`src/verilog/xt_chipset_cfg.svh`:
```
// Build-time constants for the XT bus-control core
// Include wherever a width, port address or timing constant is needed
`ifndef XT_CHIPSET_CFG_SVH
`define XT_CHIPSET_CFG_SVH

// Bus widths
`define XT_ADDR_W 20
`define XT_DATA_W 8

// DMA channels and the clocks an acknowledge stays low
`define XT_DMA_CH 4
`define XT_DMA_CYCLES 4

// I/O address of the refresh timer
`define XT_TIMER_PORT 20'h00041

// Flop stages on io_channel_ready
`define XT_READY_SYNC 2

`endif

```
`src/verilog/xt_bus_pkg.sv`:
```
// Types for CPU bus cycles
// Imported by every block that looks at an address, a data byte or a decoded cycle
`include "xt_chipset_cfg.svh"

package xt_bus_pkg;

    typedef logic [`XT_ADDR_W-1:0] addr_t;
    typedef logic [`XT_DATA_W-1:0] data_t;

    // One bus cycle kind, decoded from the active-low strobes
    typedef enum logic [2:0]
    {
        CMD_IDLE,
        CMD_IO_READ,
        CMD_IO_WRITE,
        CMD_MEM_READ,
        CMD_MEM_WRITE
    } bus_cmd_t;

    function automatic logic cmd_is_read(bus_cmd_t cmd);
        return (cmd == CMD_IO_READ) || (cmd == CMD_MEM_READ);
    endfunction

endpackage

```
`src/verilog/xt_dma_pkg.sv`:
```
// Types for DMA channels and the bus arbiter
// Imported by the arbiter and the top level
`include "xt_chipset_cfg.svh"

package xt_dma_pkg;

    // One bit per channel, bit 0 is the refresh channel
    typedef logic [`XT_DMA_CH-1:0] dma_vec_t;

    // Channel number
    typedef logic [$clog2(`XT_DMA_CH)-1:0] dma_chan_t;

    // Bus ownership
    typedef enum logic [1:0]
    {
        DMA_IDLE,
        DMA_GRANT,
        DMA_RELEASE
    } dma_state_t;

endpackage
```
`src/verilog/xt_bus_if.sv`:
```
// One decoded CPU bus cycle, shared by the timer, arbiter and data steering
// The top level drives every signal from its ports
`timescale 1ns/1ns

interface xt_bus_if;
    import xt_bus_pkg::*;

    addr_t      address;
    logic       io_read_n;
    logic       io_write_n;
    logic       memory_read_n;
    logic       memory_write_n;
    data_t      write_data;
    bus_cmd_t   cmd;

    modport timer_mp
    (
        input   address,
        input   io_read_n,
        input   io_write_n,
        input   memory_read_n,
        input   memory_write_n,
        input   write_data,
        input   cmd
    );

    modport steer_mp (input address, input cmd);

    modport arb_mp (input cmd);

endinterface

```
`src/verilog/data_bus_steer.sv`:
```
// Read-back data steering for the CPU data bus
// Chipset registers win over the external bus, combinational path
`timescale 1ns/1ns
`include "xt_chipset_cfg.svh"

module data_bus_steer
(
    xt_bus_if.steer_mp          bus,
    input   xt_bus_pkg::data_t  chip_read_data,
    input   logic               chip_read_valid,
    input   xt_bus_pkg::data_t  data_bus_in,
    output  xt_bus_pkg::data_t  data_bus_out,
    output  logic               data_bus_direction
);
    import xt_bus_pkg::*;

    logic   ext_read;

    // Reads that the chipset does not claim go out to the external bus
    assign ext_read = cmd_is_read(bus.cmd) &&
                      !((bus.cmd == CMD_IO_READ) &&
                        (bus.address == addr_t'(`XT_TIMER_PORT)));

    always_comb
    begin
        if (chip_read_valid)
        begin
            data_bus_out       = chip_read_data;
            data_bus_direction = 1'b0;
        end
        else if (ext_read)
        begin
            data_bus_out       = data_bus_in;
            data_bus_direction = 1'b1;
        end
        else
        begin
            data_bus_out       = '0;
            data_bus_direction = 1'b0;
        end
    end

endmodule

```
`src/verilog/dma_arbiter.sv`:
```
// Fixed-priority DMA arbiter, channel 0 wins
// A grant starts only between CPU cycles and lasts XT_DMA_CYCLES clocks,
// followed by one release clock
`timescale 1ns/1ns
`include "xt_chipset_cfg.svh"

module dma_arbiter
(
    input   logic                   clock,
    input   logic                   reset,
    xt_bus_if.arb_mp                bus,
    input   xt_dma_pkg::dma_vec_t   dma_request,
    output  xt_dma_pkg::dma_vec_t   dma_acknowledge_n,
    output  logic                   address_enable_n,
    output  logic                   dma_wait
);
    import xt_bus_pkg::*;
    import xt_dma_pkg::*;

    localparam int unsigned CNT_W = $clog2(`XT_DMA_CYCLES);
    localparam logic [CNT_W-1:0] LAST_CYCLE = CNT_W'(`XT_DMA_CYCLES - 1);

    dma_state_t         state;
    dma_chan_t          grant_chan;
    dma_chan_t          next_chan;
    logic [CNT_W-1:0]   cycle_count;

    // Lowest-numbered request wins
    always_comb
    begin
        next_chan = '0;
        for (int i = `XT_DMA_CH - 1; i >= 0; i--)
        begin
            if (dma_request[i])
                next_chan = dma_chan_t'(i);
        end
    end

    always_ff @(posedge clock or posedge reset)
    begin
        if (reset)
        begin
            state       <= DMA_IDLE;
            grant_chan  <= '0;
            cycle_count <= '0;
        end
        else
        begin
            case (state)
                DMA_IDLE:
                begin
                    // CPU cycle in progress holds off the request
                    if ((bus.cmd == CMD_IDLE) && (|dma_request))
                    begin
                        state       <= DMA_GRANT;
                        grant_chan  <= next_chan;
                        cycle_count <= '0;
                    end
                end
                DMA_GRANT:
                begin
                    if (cycle_count == LAST_CYCLE)
                        state <= DMA_RELEASE;
                    else
                        cycle_count <= cycle_count + 1'b1;
                end
                default:
                    state <= DMA_IDLE;
            endcase
        end
    end

    always_comb
    begin
        dma_acknowledge_n = '1;
        if (state == DMA_GRANT)
            dma_acknowledge_n[grant_chan] = 1'b0;
    end

    assign address_enable_n = (state != DMA_GRANT);
    assign dma_wait         = (state != DMA_IDLE);

endmodule

```
`src/verilog/ready_sync.sv`:
```
// Builds processor_ready from the channel ready line
// Ready passes through an XT_READY_SYNC-deep synchronizer and is held low around DMA
`timescale 1ns/1ns
`include "xt_chipset_cfg.svh"

module ready_sync
(
    input   logic   clock,
    input   logic   reset,
    input   logic   io_channel_ready,
    input   logic   dma_wait,
    output  logic   processor_ready
);

    logic   [`XT_READY_SYNC-1:0]    ready_sync_q;
    logic                           dma_free;

    always_ff @(posedge clock or posedge reset)
    begin
        if (reset)
        begin
            ready_sync_q <= '0;
            dma_free     <= 1'b0;
        end
        else
        begin
            ready_sync_q <= {ready_sync_q[`XT_READY_SYNC-2:0], io_channel_ready};
            dma_free     <= ~dma_wait;
        end
    end

    // The registered term stretches the hold one clock past the release;
    // the direct term covers the first grant clock
    assign processor_ready = ready_sync_q[`XT_READY_SYNC-1] & dma_free & ~dma_wait;

endmodule

```
`src/verilog/refresh_timer.sv`:
```
// Reloadable refresh timer on I/O port XT_TIMER_PORT
// Toggles timer_out at each terminal count and requests DMA channel 0 on its rising edge
`timescale 1ns/1ns
`include "xt_chipset_cfg.svh"

module refresh_timer
(
    input   logic               clock,
    input   logic               reset,
    xt_bus_if.timer_mp          bus,
    input   logic               dma0_acknowledge_n,
    output  logic               timer_out,
    output  logic               drq0,
    output  xt_bus_pkg::data_t  chip_read_data,
    output  logic               chip_read_valid
);
    import xt_bus_pkg::*;

    logic   [15:0]  count;
    data_t          reload;
    logic           prev_timer_out;
    logic           port_hit;
    logic           load;

    assign port_hit = (bus.address == addr_t'(`XT_TIMER_PORT));
    assign load     = port_hit && (bus.cmd == CMD_IO_WRITE);

    // Down-counter, reloads on zero
    always_ff @(posedge clock or posedge reset)
    begin
        if (reset)
        begin
            count     <= 16'hFFFF;
            reload    <= '1;
            timer_out <= 1'b0;
        end
        else if (load)
        begin
            count  <= {8'h00, bus.write_data};
            reload <= bus.write_data;
        end
        else if (count == 16'h0000)
        begin
            count     <= {8'h00, reload};
            timer_out <= ~timer_out;
        end
        else
            count <= count - 16'd1;
    end

    // Request latch, cleared once channel 0 is acknowledged
    always_ff @(posedge clock or posedge reset)
    begin
        if (reset)
        begin
            prev_timer_out <= 1'b0;
            drq0           <= 1'b0;
        end
        else
        begin
            prev_timer_out <= timer_out;
            if (~dma0_acknowledge_n)
                drq0 <= 1'b0;
            else if (timer_out & ~prev_timer_out)
                drq0 <= 1'b1;
        end
    end

    assign chip_read_data  = count[7:0];
    assign chip_read_valid = port_hit && (bus.cmd == CMD_IO_READ);

endmodule

```
`src/verilog/xt_chipset.sv`:
```
// Top level of the XT bus-control core
// Decodes the CPU strobes once and wires the timer, arbiter, ready and data steering
`timescale 1ns/1ns
`include "xt_chipset_cfg.svh"

module xt_chipset
(
    input   logic                   clock,
    input   logic                   reset,
    input   xt_bus_pkg::addr_t      address,
    input   xt_bus_pkg::data_t      data_bus_in,
    input   logic                   io_read_n,
    input   logic                   io_write_n,
    input   logic                   memory_read_n,
    input   logic                   memory_write_n,
    input   logic                   io_channel_ready,
    input   xt_dma_pkg::dma_vec_t   dma_request,
    output  xt_bus_pkg::data_t      data_bus_out,
    output  logic                   data_bus_direction,
    output  logic                   processor_ready,
    output  xt_dma_pkg::dma_vec_t   dma_acknowledge_n,
    output  logic                   address_enable_n,
    output  logic                   timer_out
);
    import xt_bus_pkg::*;
    import xt_dma_pkg::*;

    xt_bus_if   bus ();

    logic       drq0;
    logic       dma_wait;
    data_t      chip_read_data;
    logic       chip_read_valid;
    dma_vec_t   dma_request_merged;

    assign bus.address        = address;
    assign bus.io_read_n      = io_read_n;
    assign bus.io_write_n     = io_write_n;
    assign bus.memory_read_n  = memory_read_n;
    assign bus.memory_write_n = memory_write_n;
    assign bus.write_data     = data_bus_in;

    // Strobe decode, reads first
    always_comb
    begin
        if (~bus.io_read_n)
            bus.cmd = CMD_IO_READ;
        else if (~bus.io_write_n)
            bus.cmd = CMD_IO_WRITE;
        else if (~bus.memory_read_n)
            bus.cmd = CMD_MEM_READ;
        else if (~bus.memory_write_n)
            bus.cmd = CMD_MEM_WRITE;
        else
            bus.cmd = CMD_IDLE;
    end

    // Channel 0 belongs to refresh
    assign dma_request_merged = {dma_request[`XT_DMA_CH-1:1], drq0};

    refresh_timer u_refresh_timer
    (
        .clock              (clock),
        .reset              (reset),
        .bus                (bus.timer_mp),
        .dma0_acknowledge_n (dma_acknowledge_n[0]),
        .timer_out          (timer_out),
        .drq0               (drq0),
        .chip_read_data     (chip_read_data),
        .chip_read_valid    (chip_read_valid)
    );

    dma_arbiter u_dma_arbiter
    (
        .clock              (clock),
        .reset              (reset),
        .bus                (bus.arb_mp),
        .dma_request        (dma_request_merged),
        .dma_acknowledge_n  (dma_acknowledge_n),
        .address_enable_n   (address_enable_n),
        .dma_wait           (dma_wait)
    );

    ready_sync u_ready_sync
    (
        .clock              (clock),
        .reset              (reset),
        .io_channel_ready   (io_channel_ready),
        .dma_wait           (dma_wait),
        .processor_ready    (processor_ready)
    );

    data_bus_steer u_data_bus_steer
    (
        .bus                (bus.steer_mp),
        .chip_read_data     (chip_read_data),
        .chip_read_valid    (chip_read_valid),
        .data_bus_in        (data_bus_in),
        .data_bus_out       (data_bus_out),
        .data_bus_direction (data_bus_direction)
    );

endmodule

```
`config.mk`:
```
export PLATFORM = sky130hd
export DESIGN_NAME = xt_chipset
export DESIGN_NICKNAME = d
export VERILOG_FILES = /design/src/verilog/xt_bus_pkg.sv /design/src/verilog/xt_dma_pkg.sv /design/src/verilog/xt_bus_if.sv /design/src/verilog/data_bus_steer.sv /design/src/verilog/dma_arbiter.sv /design/src/verilog/ready_sync.sv /design/src/verilog/refresh_timer.sv /design/src/verilog/xt_chipset.sv
export VERILOG_INCLUDE_DIRS = /design/src /design/src/verilog
export SDC_FILE = /design/constraint.sdc
export NUM_CORES = 1
export LEC_CHECK = 0
export BUFFER_PORTS_ARGS = -buffer_cell sky130_fd_sc_hd__buf_2
export CAP_MARGIN = 20
export CORE_UTILIZATION = 58
export CTS_BUF_LIST = sky130_fd_sc_hd__clkbuf_8
export DETAILED_ROUTE_END_ITERATION = 8
export PLACE_DENSITY = 0.88
export SLEW_MARGIN = 20
export SYNTH_ARGS = -nofsm -noshare
export SYNTH_HDL_FRONTEND = slang
export SYNTH_SLANG_ARGS = --single-unit
```
`constraint.sdc`:
```
create_clock -name clock -period 4.6 [get_ports clock]
set_input_delay 0.46 -clock clock [delete_from_list [all_inputs] [get_ports clock]]
set_output_delay 0.46 -clock clock [all_outputs]
set_load 0.1 [all_outputs]
```
======== Word level (Yosys, flattened, before mapping) ========
Cells that the tools add are included.
operators by class
  $add $sub $neg .......................... 2
  multipliers ............................. 0
  div/mod/pow operators ................... 0
  $lt $le $gt $ge ......................... 2
  equality and inequality tests ........... 11
  shift operators ......................... 0
  multiplexer cells ....................... 25
  bitwise operators ....................... 8
  reduce and logical (&&, ||, !) cells .... 17
operator list
  operator                                                                      number
  16-bit two-way mux                                                            2
  20-bit by 7-bit equality test with 1-bit output, second input constant        1
  16-bit zero test                                                              1
  2-bit two-way mux                                                             8
  8-bit two-way mux                                                             2
  16-bit by 1-bit subtractor with 16-bit output, second input constant          1
  3-bit two-way mux                                                             4
  2-bit by 1-bit != test with 1-bit output, second input constant               4
  2-bit case mux with 2 select lines                                            2
  3-bit by 2-bit equality test with 1-bit output, second input constant         2
  2-bit AND reduction                                                           3
  1-bit logical AND                                                             5
  1-bit two-way mux                                                             5
  4-bit two-way mux                                                             1
  1-bit inverter                                                                4
  4-bit inverter                                                                1
  2-bit nonzero test                                                            2
  4-bit OR reduction                                                            1
  1-bit AND                                                                     3
  3-bit by 1-bit equality test with 1-bit output, second input constant         1
  3-bit zero test                                                               1
  2-bit by 3-bit less-than comparator with 1-bit output, second input constant  1
  3-bit AND reduction                                                           1
  2-bit by 1-bit adder with 2-bit output, second input constant                 1
  other kinds (8)                                                               8
word-level totals
  bits in registers ....................... 36
  latch bits .............................. 0
  RAM bits ................................ 0
  memory bits (read-only) ................. 0
  input port bits ......................... 39
  output and inout port bits .............. 16
  word-level logic and storage cells ...... 75
  memories kept ........................... 0

======== Logic depth before layout (Yosys ltp) ========
Gate-level depths: netlist of run 1.
  depth after elaboration ................. 10
  mapped depth ............................ 7
  gate-level depth less buffers ........... 6

======== Modules after synthesis ========
A second synthesis of run 1 with hierarchy kept.
unflattened totals
  cells, all modules ...................... 212
  area, all modules ....................... 2254.7 um^2
by module, submodules not included
  module          times used  cells each  area each (um^2)  seq. area each (um^2)
  refresh_timer   1           149         1640.3            705.7
  dma_arbiter     1           34          332.8             150.1
  data_bus_steer  1           19          163.9             0.0
  ready_sync      1           6           91.3              75.1
  xt_chipset      1           4           26.3              0.0

======== Worst setup path after synthesis of run 1 ========
Ideal clock, no wire load.
  path kind ............................... input to output
  from .................................... input port address[18]
  to ...................................... output port data_bus_out[0]
  data arrival time ....................... 3.212 ns
  data required time ...................... 4.140 ns
  path slack .............................. 0.928 ns
  stages .................................. 5
  path buffers ............................ 1
  cells stage by stage .................... nor4b_1 -> nand4_2 -> or3_1 -> buf_4 -> mux2i_1
between the ends
  word-level cells in the longest chain between the ends .. 6
ends and longest elaborated chain
  what                                               RTL line                                   source
  from (decl)                                        xt_chipset.sv:10                           input xt_bus_pkg::addr_t address,
  20-bit by 7-bit equality test with 1-bit output *  data_bus_steer.sv:22, refresh_timer.sv:25
  1-bit logical AND *                                data_bus_steer.sv:21, refresh_timer.sv:70
  1-bit zero test                                    data_bus_steer.sv:21                       !((bus.cmd == CMD_IO_READ) &&
  1-bit logical AND                                  data_bus_steer.sv:20                       assign ext_read = cmd_is_read(bus.cmd) &&
  8-bit two-way mux                                  data_bus_steer.sv:31                       else if (ext_read)
  8-bit two-way mux *                                data_bus_steer.sv:26                       if (chip_read_valid)
  to (decl)                                          xt_chipset.sv:18                           output xt_bus_pkg::data_t data_bus_out,
Every way passes the cells marked *; elsewhere a longest branch is shown, timed or not.

======== Worst setup path after layout of run 1 ========
  from .................................... input port address[18]
  to ...................................... output port data_bus_out[7]
The elaborated chain is that of the path after synthesis.

==> results.toml, run 1 <==
[status]
run_status = "completed"

[cts]
postCtsSetupBuffers = 0
numCtsBuffers = 5
clock_path_buffers = 2
clock_latency_ns = 0.29
holdBufCountCts = 0
cts_root_buf = "clkbuf_8"
clkTransAtPathRegs_ns = 0.07
cts_tree = "done"
clock_sinks = 36
htreeDepth = 2
cts_resized = 0

[power_and_ir_drop]
finalPower_uw = 863
powerDensity_nw_per_um2 = 358
irDropWorstVdd_v = 0.000170
p_leak_nw = 1.12

[timing]
setup_slack_ns = 1.31
finalCritPeriodShare_pct = 71.4
slew_headroom_pct = 52.1
slew_violations = 0
tns_ns = 0
min_period_ns = 3.29
worst_pin_slew_ns = 0.714
hold_viol = 0
max_freq_mhz = 304
rsz0062_at_grt = "no"
setup_violations = 0
skew_ns = 0.00562

[worst_setup_path]
critPathMaxStageDelay_ns = 0.71
setup.worst_path.class = "primary input to primary output"
cp-end-kind = "primary output"
cp.required_ns = 4.14
critPathMaxFanout = 9
r2r_setup_slack_ns = 2.15
arrival_ns = 2.83
cp-start-kind = "primary input"
cpLargestDelayFamily = "simple AND/OR/NAND/NOR gates"
cpMaxStageDelayCell = "or3_1"
crit_chain = "buf_2 > nor4b_1 > nand4_2 > or3_1 > mux2i_1 > buf_2"
crit_buf_inv = 2
cpMostUsedCell = "buf_2"

[yosys]
synth.avg_cell_area_um2 = 10.5
synthCells = 195
yosysWarningCount = 0
ys_seq_area_share_pct = 45.4
synth_cell_types = 43
synth_ff_type = "dfstp_2"
synth_edf_count = 0
netlist_area_um2 = 2050
ys_async_sr_fraction_pct = 100
syn_nets = 236
synth-seq-cells = 36

[route]
drc = 0
drt-total-wl_mm = 4.19
num_vias = 1646
viasPerCell = 5.56
drt_iter0_markers = 54
antenna_left = 0
wl_per_cell_um = 14.2
drtPass1Iterations = 4

[layout]
syn2layout_area_growth_pct = 17.5
multi_input_area_um2 = 1000
nets = 290
fin_util_pct = 71.6
layout_commonest_cell = "buf_2"
final_cell_mix = "53 x buf_2, 24 x dfstp_2, 18 x inv_1"
drive_above_1_share_pct = 40.0
n_antenna_cell = 0
fillCellCount = 259
seqCellArea_um2 = 931

[floorplan]
die_w_um = 61.4
core-area_um2 = 3360
dieArea_um2 = 3770
initial_utilization_pct = 60.9
ios = 55
die_h_um = 61.4
row_count = 21

[grt]
grt_pass1_vias = 1422
grt_pass1_wl_mm = 6.20
antenna_found_initial = 0
grt_max_degree = 37
grt-ovfl-total = 0
grt_usage_pct = 23.8

[place]
hpwl_mm = 3.06
gp_congestion = 0.765
numPortBuffers = 53
pre_cts_slack_ns = 1.24

[job]
maxCapViolCount = 0

[hold_path]
min_path_type = "primary input to async pin"
flip-flops by register name, indices dropped and copies added (netlist names), 2 cells and up:
| register | count |
|---|---|
| u_ready_sync.ready_sync_q | 2 |
| u_refresh_timer.count | 16 |
| u_refresh_timer.reload | 8 |
| u_dma_arbiter.state | 2 |
| u_dma_arbiter.cycle_count | 2 |
| u_dma_arbiter.grant_chan | 2 |
Yosys cell counts (all sizes together) (2+ instances only):
| cell | instances | share of area [%] |
|---|---|---|
| ha | 2 | 1.2 |
| or4 | 5 | 2.0 |
| nor4b | 3 | 1.3 |
| o31ai | 2 | 0.73 |
| nor3 | 6 | 1.5 |
| o21ai | 6 | 1.5 |
| nand4 | 6 | 2.1 |
| dfrtp | 12 | 15 |
| xnor2 | 5 | 2.1 |
| o21a | 5 | 1.8 |
| and3 | 3 | 0.92 |
| xor2 | 3 | 1.3 |
| mux2 | 11 | 6.4 |
| nand2 | 13 | 2.4 |
| dfstp | 24 | 31 |
| nor2b | 5 | 1.5 |
| and2 | 2 | 0.61 |
| nor2 | 12 | 3.0 |
| clkbuf | 3 | 0.55 |
| o41ai | 3 | 1.6 |
| nor4 | 4 | 2.0 |
| nand3 | 4 | 0.98 |
| nand2b | 2 | 0.61 |
| or3 | 5 | 1.5 |
| inv | 16 | 2.9 |
| o22ai | 4 | 1.2 |
| a21oi | 3 | 0.73 |
| o2bb2ai | 6 | 2.6 |
| mux2i | 12 | 5.9 |
| buf | 4 | 2.0 |
layer usage:
metal	GRT usage (%)	vias to the layer above	routed length, µm
met5	0	-	0
met4	14.0	0	69
met3	4.41	7	186
met2	39.1	46	2080
met1	29.3	783	1860
li1	-	810	-
report_power, final:
| group | total (mW) | switching, mW | internal [mW] |
|---|---|---|---|
| registers | 0.373 | 0.0240 | 0.349 |
| clock network | 0.209 | 0.107 | 0.102 |
| logic | 0.281 | 0.219 | 0.0624 |
| total | 0.863 | 0.350 | 0.513 |
worst register-to-register path: cells and delay by family (launching register included):
family	cells	cell delay, ns
simple gates	2	1.27
flops	1	0.39
mux	2	0.73
area by class of cell:
class / count / area share [%]
Inverter: 16 / 2.49
Sequential cell: 36 / 38.7
Clock buffer: 5 / 2.86
Clock inverter: 3 / 0.520
Timing Repair Buffer: 54 / 11.3
Multi-Input combinational cell: 136 / 41.7
Tap cell: 46 / 2.39
through the flow:
stage | instances | hold WS [ns] | area [µm²]
floorplan | 195 | 0.331 | 2050
global placement | 288 | 0.337 | 2330
detailed placement | 288 | 0.341 | 2330
CTS | 296 | 0.268 | 2410
global route | 296 | 0.262 | 2410
finish | 296 | 0.257 | 2410
kinds of logic (layout without fill, tap and decap cells):
group,Yosys count,after routing,share of synthesized area (%)
xor gates and xnor gates,8,8,3.42
muxes,23,23,12.3
adders and majority gates,2,2,1.22
buffers and inverters,23,78,5.50
DFF,36,36,45.4
and+or+nand+nor,72,72,21.2
AOI/OAI and AO/OA,31,31,10.9
path summary, 6_finish.rpt:
check | start | endpoint | cells past startpoint
min | reset | u_refresh_timer.prev_timer_out | 3
min in group clock | io_channel_ready | u_ready_sync.ready_sync_q[0] | 1
max reg2reg | u_refresh_timer.count[8] | u_refresh_timer.count[3] | 4
min reg2reg | u_ready_sync.ready_sync_q[0] | u_ready_sync.ready_sync_q[1] | 0
max in group asynchronous | reset | u_refresh_timer.count[13] | 3
max | address[18] | data_bus_out[7] | 6
Note: power is estimated with default switching activity, not from simulation.
==> run 2: changes to the inputs <==
--- a/config.mk
+++ b/config.mk
@@ -6,12 +6,13 @@
 export SDC_FILE = /design/constraint.sdc
 export NUM_CORES = 1
 export LEC_CHECK = 0
+export ABC_AREA = 1
 export BUFFER_PORTS_ARGS = -buffer_cell sky130_fd_sc_hd__buf_2
 export CAP_MARGIN = 20
-export CORE_UTILIZATION = 58
+export CORE_UTILIZATION = 55
 export CTS_BUF_LIST = sky130_fd_sc_hd__clkbuf_8
 export DETAILED_ROUTE_END_ITERATION = 8
-export PLACE_DENSITY = 0.88
+export PLACE_DENSITY = 0.83
 export SLEW_MARGIN = 20
 export SYNTH_ARGS = -nofsm -noshare
 export SYNTH_HDL_FRONTEND = slang
==> constraint.sdc (replaced) <==
create_clock -name clock -period 3.34 [get_ports clock]
set_input_delay 0.334 -clock clock [delete_from_list [all_inputs] [get_ports clock]]
set_output_delay 0.334 -clock clock [all_outputs]
set_load 0.1 [all_outputs]
==> run 2 against run 1 <==
- worst hold slack got worse by 0.11 ns
- global-route usage rose by 2.0 points
- setup slack worse by 0.14 ns
- utilization down 2.2 points
- clock power is 37% higher
- routed wire length is 17% higher
- critical path type unchanged
- critical endpoint is now data_bus_out[4]
- largest power group unchanged
==> results.toml, run 2 <==
[yosys]
synthAdderAreaFrac_pct = 1.13
yosys-top-cells-area = "dfstp_2 28%, nand2_1 18%, dfrtp_1 14%"
synth-seq-cells = 36
netlist_area_um2 = 2220
synth_top_area_share_pct = 28.4
synth_top_family_by_area = "simple AND/OR/NAND/NOR gates"
yosysWarningCount = 0
synth_compound_area_share_pct = 2.70
ys_async_sr_fraction_pct = 100
synthCells = 304
syn_nets = 345
synth.area.mux_share_pct = 0
synth_commonest_cells = "108 x nand2_1, 40 x nor2_1, 31 x inv_1, 30 x nand3_1, 24 x dfstp_2"
yosysMostFrequentCell = "nand2_1"
synth.avg_cell_area_um2 = 7.31
synth_cell_types = 29
synth-simple-area-share_pct = 44.7
synth_xor_area_share_pct = 3.15
synth_ff_type = "dfstp_2"
synth_edf_count = 0
ys_seq_area_share_pct = 41.9
yosysTopAreaCell = "dfstp_2"

[route]
antenna_left = 0
viasPerCell = 5.13
drt-total-wl_mm = 4.88
drc = 0
num_vias = 2110
dr_wl_met2_mm = 2.38
drtPass1Iterations = 4
wl_per_cell_um = 11.9
wl_met1_mm = 2.12
drt_iter0_markers = 106
top_layer_used = "met4"
wl_met3_um = 300

[grt]
grt_pass1_vias = 2002
grt_pass1_wl_mm = 8.37
grt_max_degree = 25
grt-ovfl-total = 0
antenna_found_initial = 0
grt_usage_pct = 25.8

[worst_setup_path]
cpMostUsedCell = "nand2_1"
cp-start-kind = "primary input"
arrival_ns = 1.83
critPathMaxStageDelay_ns = 0.43
setup.worst_path.class = "primary input to primary output"
crit_chain = "buf_2 > nor2_1 > nand2_1 > nor2_2 > nand4_4 > clkinv_2 > nand2_1 > nand2_1 > buf_2"
cpMaxStageDelayCell = "buf_2"
critPathMaxFanout = 9
cp-end-kind = "primary output"
cp.required_ns = 3.01

[status]
run_status = "completed"

[timing]
finalCritPeriodShare_pct = 64.8
slew_violations = 0
setup_violations = 0
hold_viol = 0
rsz0062_at_grt = "no"
worst_pin_slew_ns = 0.885
slew_headroom_pct = 41.0
skew_ns = 0.00751
max_freq_mhz = 462
min_period_ns = 2.16
setup_slack_ns = 1.18
tns_ns = 0

[cts]
clock_path_buffers = 2
cts_root_buf = "clkbuf_8"
numCtsBuffers = 5
clkTransAtPathRegs_ns = 0.07
holdBufCountCts = 0
clock_latency_ns = 0.29
postCtsSetupBuffers = 0
cts_resized = 0
clock_sinks = 36
cts_tree = "done"
htreeDepth = 2

[place]
hpwl_mm = 3.72
numPortBuffers = 53
gp_congestion = 0.818
pre_cts_slack_ns = 1.20
postPlaceCellArea_um2 = 2540

[power_and_ir_drop]
p_sw_share_pct = 40.6
p_switching_uw = 468
p_seq_share_pct = 43.5
p_clk_share_pct = 24.8
irDropWorstVdd_v = 0.000322
powerDensity_nw_per_um2 = 441
p_int_uw = 686
p_leak_nw = 1.41
power_frac_comb_pct = 31.8

[floorplan]
core-area_um2 = 3770
dieArea_um2 = 4300
die_h_um = 65.5
die_w_um = 65.5
initial_utilization_pct = 58.9
row_count = 22
ios = 55

[job]
maxCapViolCount = 0

[layout]
n_antenna_cell = 0
nets = 404
final_cell_mix = "108 x nand2_1, 53 x buf_2, 40 x nor2_1"
largestRegisters = "u_refresh_timer.count x16, u_refresh_timer.reload x8"
syn2layout_area_growth_pct = 17.9
largest_register = "u_refresh_timer.count"
fin_util_pct = 69.4
drive_above_1_share_pct = 30.6
largest_reg_flops = 16
layout_commonest_cell = "nand2_1"
finalInstanceArea_um2 = 2620

[hold_path]
min_path_type = "primary input to flip-flop"
run 2: changes by cell type in the layout (fill, tap and decap cells not counted), moves of 6 or more:
cell / previous run / this run
inv_1: 18 / 33
mux2_2: 9 / 0
mux2i_1: 12 / 0
nand2_1: 13 / 108
nand3_1: 4 / 30
nor2_1: 11 / 40
nor2_2: 0 / 10
o2bb2ai_1: 6 / 0
run 2: area by class of cell:
| class | count | area [µm²] |
|---|---|---|
| Timing Repair Buffer | 54 | 273 |
| Tap cell | 48 | 60.1 |
| Inverter | 34 | 130 |
| Clock buffer | 5 | 68.8 |
| Fill cell | 312 | 1150 |
| Sequential cell | 36 | 931 |
| Clock inverter | 2 | 7.51 |
| Multi-Input combinational cell | 232 | 1150 |
run 2: per-layer routing:
metal	vias to the layer above	global-route usage (%)
met5	-	0
met4	0	8.70
met3	7	6.94
met2	67	46.5
met1	971	29.1
li1	1065	-
run 2: critical path, delay by kind of cell:
kind | cells | cell delay (ns)
AND/OR/NAND/NOR | 6 | 0.78
buffers and inverters | 3 | 0.72
run 2: cells by family (layout without fill, tap and decap cells):
family                     count (synthesis)  count (layout)
AOI/OAI and AO/OA                         11              11
xor gates and xnor gates                   8               8
adders and majority gates                  2               2
buffers and inverters                     36              95
DFF                                       36              36
and+or+nand+nor                          211             211
run 2: power groups by stage:
stage          Clock, mW  Combinational (mW)  Sequential (mW)
2_1_floorplan          0               0.300            0.501
3_3_place_gp           0               0.359            0.506
3_5_place_dp           0               0.368            0.508
4_1_cts            0.290               0.368            0.502
5_1_grt            0.303               0.395            0.508
6_report           0.286               0.366            0.501
run 2: final timing paths:
kind                                               from                      endpoint  slack, ns  cells past startpoint
max in group asynchronous                         reset     u_refresh_timer.count[13]       2.34                      3
max reg2reg                    u_refresh_timer.count[0]      u_refresh_timer.count[5]       1.65                      9
max                                          address[5]               data_bus_out[4]       1.18                      9
min reg2reg                u_ready_sync.ready_sync_q[0]  u_ready_sync.ready_sync_q[1]       0.36                      0
min                                    io_channel_ready  u_ready_sync.ready_sync_q[0]       0.14                      1
min in group asynchronous                         reset  u_ready_sync.ready_sync_q[1]       0.22                      2
run 2: stage by stage:
stage,instances,total power [mW],hold slack [ns]
floorplan,304,0.801,0.331
global placement,404,0.865,0.333
detailed placement,404,0.876,0.344
CTS,411,1.16,0.145
global route,411,1.21,0.139
finish,411,1.15,0.143
==> run 3: changes to the inputs <==
==> constraint.sdc (replaced) <==
create_clock -name clock -period 2.2 [get_ports clock]
set_input_delay 0.22 -clock clock [delete_from_list [all_inputs] [get_ports clock]]
set_output_delay 0.22 -clock clock [all_outputs]
set_load 0.1 [all_outputs]
==> run 3 against run 2 <==
- critical path depth stayed put
- routed wire length down 1.1%
- first-iteration DRC count fell by 21%
- sequential power increased by 51%
- non-clock buffer count up 2
- clock power up 63%
- via count up 0.33%
- register-to-register slack got worse by 1.2 ns
- largest cell class unchanged
- largest power group unchanged
- highest routed layer unchanged
==> results.toml, run 3 (synthesized netlist as in run 2, its figures left out) <==
[status]
run_status = "completed"

[cts]
htreeDepth = 2
clock_sinks = 36
cts_tree = "done"
clock_path_buffers = 2
cts_resized = 0
holdBufCountCts = 0
numCtsBuffers = 5
cts_root_buf = "clkbuf_8"
clock_latency_ns = 0.29
clkTransAtPathRegs_ns = 0.07
postCtsSetupBuffers = 0

[worst_setup_path]
crit_chain = "buf_2 > nor2_1 > nand2_1 > nor2_2 > nand4_4 > clkinv_2 > nand2_1 > nand2_1 > buf_2"
cp.required_ns = 1.98
critPathMaxFanout = 9
setup.worst_path.class = "primary input to primary output"
cp-start-kind = "primary input"
cpLargestDelayFamily = "simple AND/OR/NAND/NOR gates"
cpMaxStageDelayCell = "buf_2"
critPathMaxStageDelay_ns = 0.42
crit_buf_inv = 3
arrival_ns = 1.69
cpMostUsedCell = "nand2_1"
cp-end-kind = "primary output"

[timing]
slew_violations = 0
finalCritPeriodShare_pct = 86.7
worst_pin_slew_ns = 0.496
slew_headroom_pct = 67.2
hold_slack_ns = 0.0236
tns_ns = 0
max_freq_mhz = 524
setup_violations = 0
min_period_ns = 1.91
hold_viol = 0
skew_ns = 0.00447
rsz0062_at_grt = "no"
setup_slack_ns = 0.293

[layout]
largest_register = "u_refresh_timer.count"
fin_util_pct = 70.2
n_antenna_cell = 0
nets = 406
largestRegisters = "u_refresh_timer.count x16, u_refresh_timer.reload x8"
finalInstanceArea_um2 = 2650
syn2layout_area_growth_pct = 19.2
final_cell_mix = "108 x nand2_1, 53 x buf_2, 40 x nor2_1"
layout_commonest_cell = "nand2_1"
drive_above_1_share_pct = 31.1
largest_reg_flops = 16

[floorplan]
core-area_um2 = 3770
die_h_um = 65.5
die_w_um = 65.5
dieArea_um2 = 4300
ios = 55
row_count = 22
initial_utilization_pct = 58.9

[place]
numPortBuffers = 53
pre_cts_slack_ns = 0.328
hpwl_mm = 3.63
gp_congestion = 0.826
postPlaceCellArea_um2 = 2560

[route]
drc = 0
drt_iter0_markers = 84
wl_per_cell_um = 11.7
viasPerCell = 5.11
num_vias = 2117
drt-total-wl_mm = 4.83
antenna_left = 0
drtPass1Iterations = 4

[grt]
grt_max_degree = 37
grt_pass1_vias = 1896
grt-ovfl-total = 0
antenna_found_initial = 0
grt_pass1_wl_mm = 8.14
grt_usage_pct = 25.1

[power_and_ir_drop]
irDropWorstVdd_v = 0.000438
powerDensity_nw_per_um2 = 678
p_leak_nw = 1.43

[hold_path]
min_path_type = "primary input to async pin"

[job]
maxCapViolCount = 0
## run 3: cell types whose count changed in the layout (fill, tap and decap cells not counted)
| cell | previous run | this run |
|---|---|---|
| buf_4 | 1 | 3 |
| clkbuf_8 | 5 | 6 |
## run 3: through the flow
stage | std cells | total power [mW]
after floorplan | 304 | 1.22
after global placement | 406 | 1.32
after detailed placement | 406 | 1.33
after CTS | 414 | 1.81
after global routing | 414 | 1.89
final | 414 | 1.79
## run 3: worst reg2reg max path, stage by stage (launching register included)
cell and delay [ns]:
dfstp_2 0.37, inv_1 0.15, ha_1 0.32, nand2_2 0.15
nor2_8 0.24, nand2_4 0.13, clkinv_1 0.08, nand2_1 0.05
nand2_1 0.05, nand2_1 0.05
## run 3: report_power, final
group	switching (mW)	internal, mW
registers	0.0373	0.722
clock network	0.221	0.246
logic	0.455	0.113
total	0.714	1.08
## run 3: cell type report
class | count | area (µm²)
clock buffers | 6 | 82.6
clock inverters | 2 | 7.51
fillers | 309 | 1120
inverters | 34 | 130
multi-input cells | 232 | 1150
flip-flops and latches | 36 | 931
well taps | 48 | 60.1
repair buffers | 56 | 288
## run 3: path summary, 6_finish.rpt
path	start	to	slack [ns]	cells after the start
max reg2reg	u_refresh_timer.count[0]	u_refresh_timer.timer_out	0.50	9
min	reset	u_ready_sync.ready_sync_q[1]	0.02	3
max in group asynchronous	reset	u_refresh_timer.count[14]	1.82	3
min in group clock	io_channel_ready	u_ready_sync.ready_sync_q[0]	0.04	1
min reg2reg	u_ready_sync.ready_sync_q[0]	u_ready_sync.ready_sync_q[1]	0.37	0
max	address[7]	data_bus_out[4]	0.29	9
## run 3: metal layers
layer  GRT usage [%]  wire length (µm)  up-vias
met5               0                 0        -
met2            43.3              2390       74
met1            30.3              2060      966
met4            8.42                84        0
li1                -                 -     1068
met3            6.08               295        9
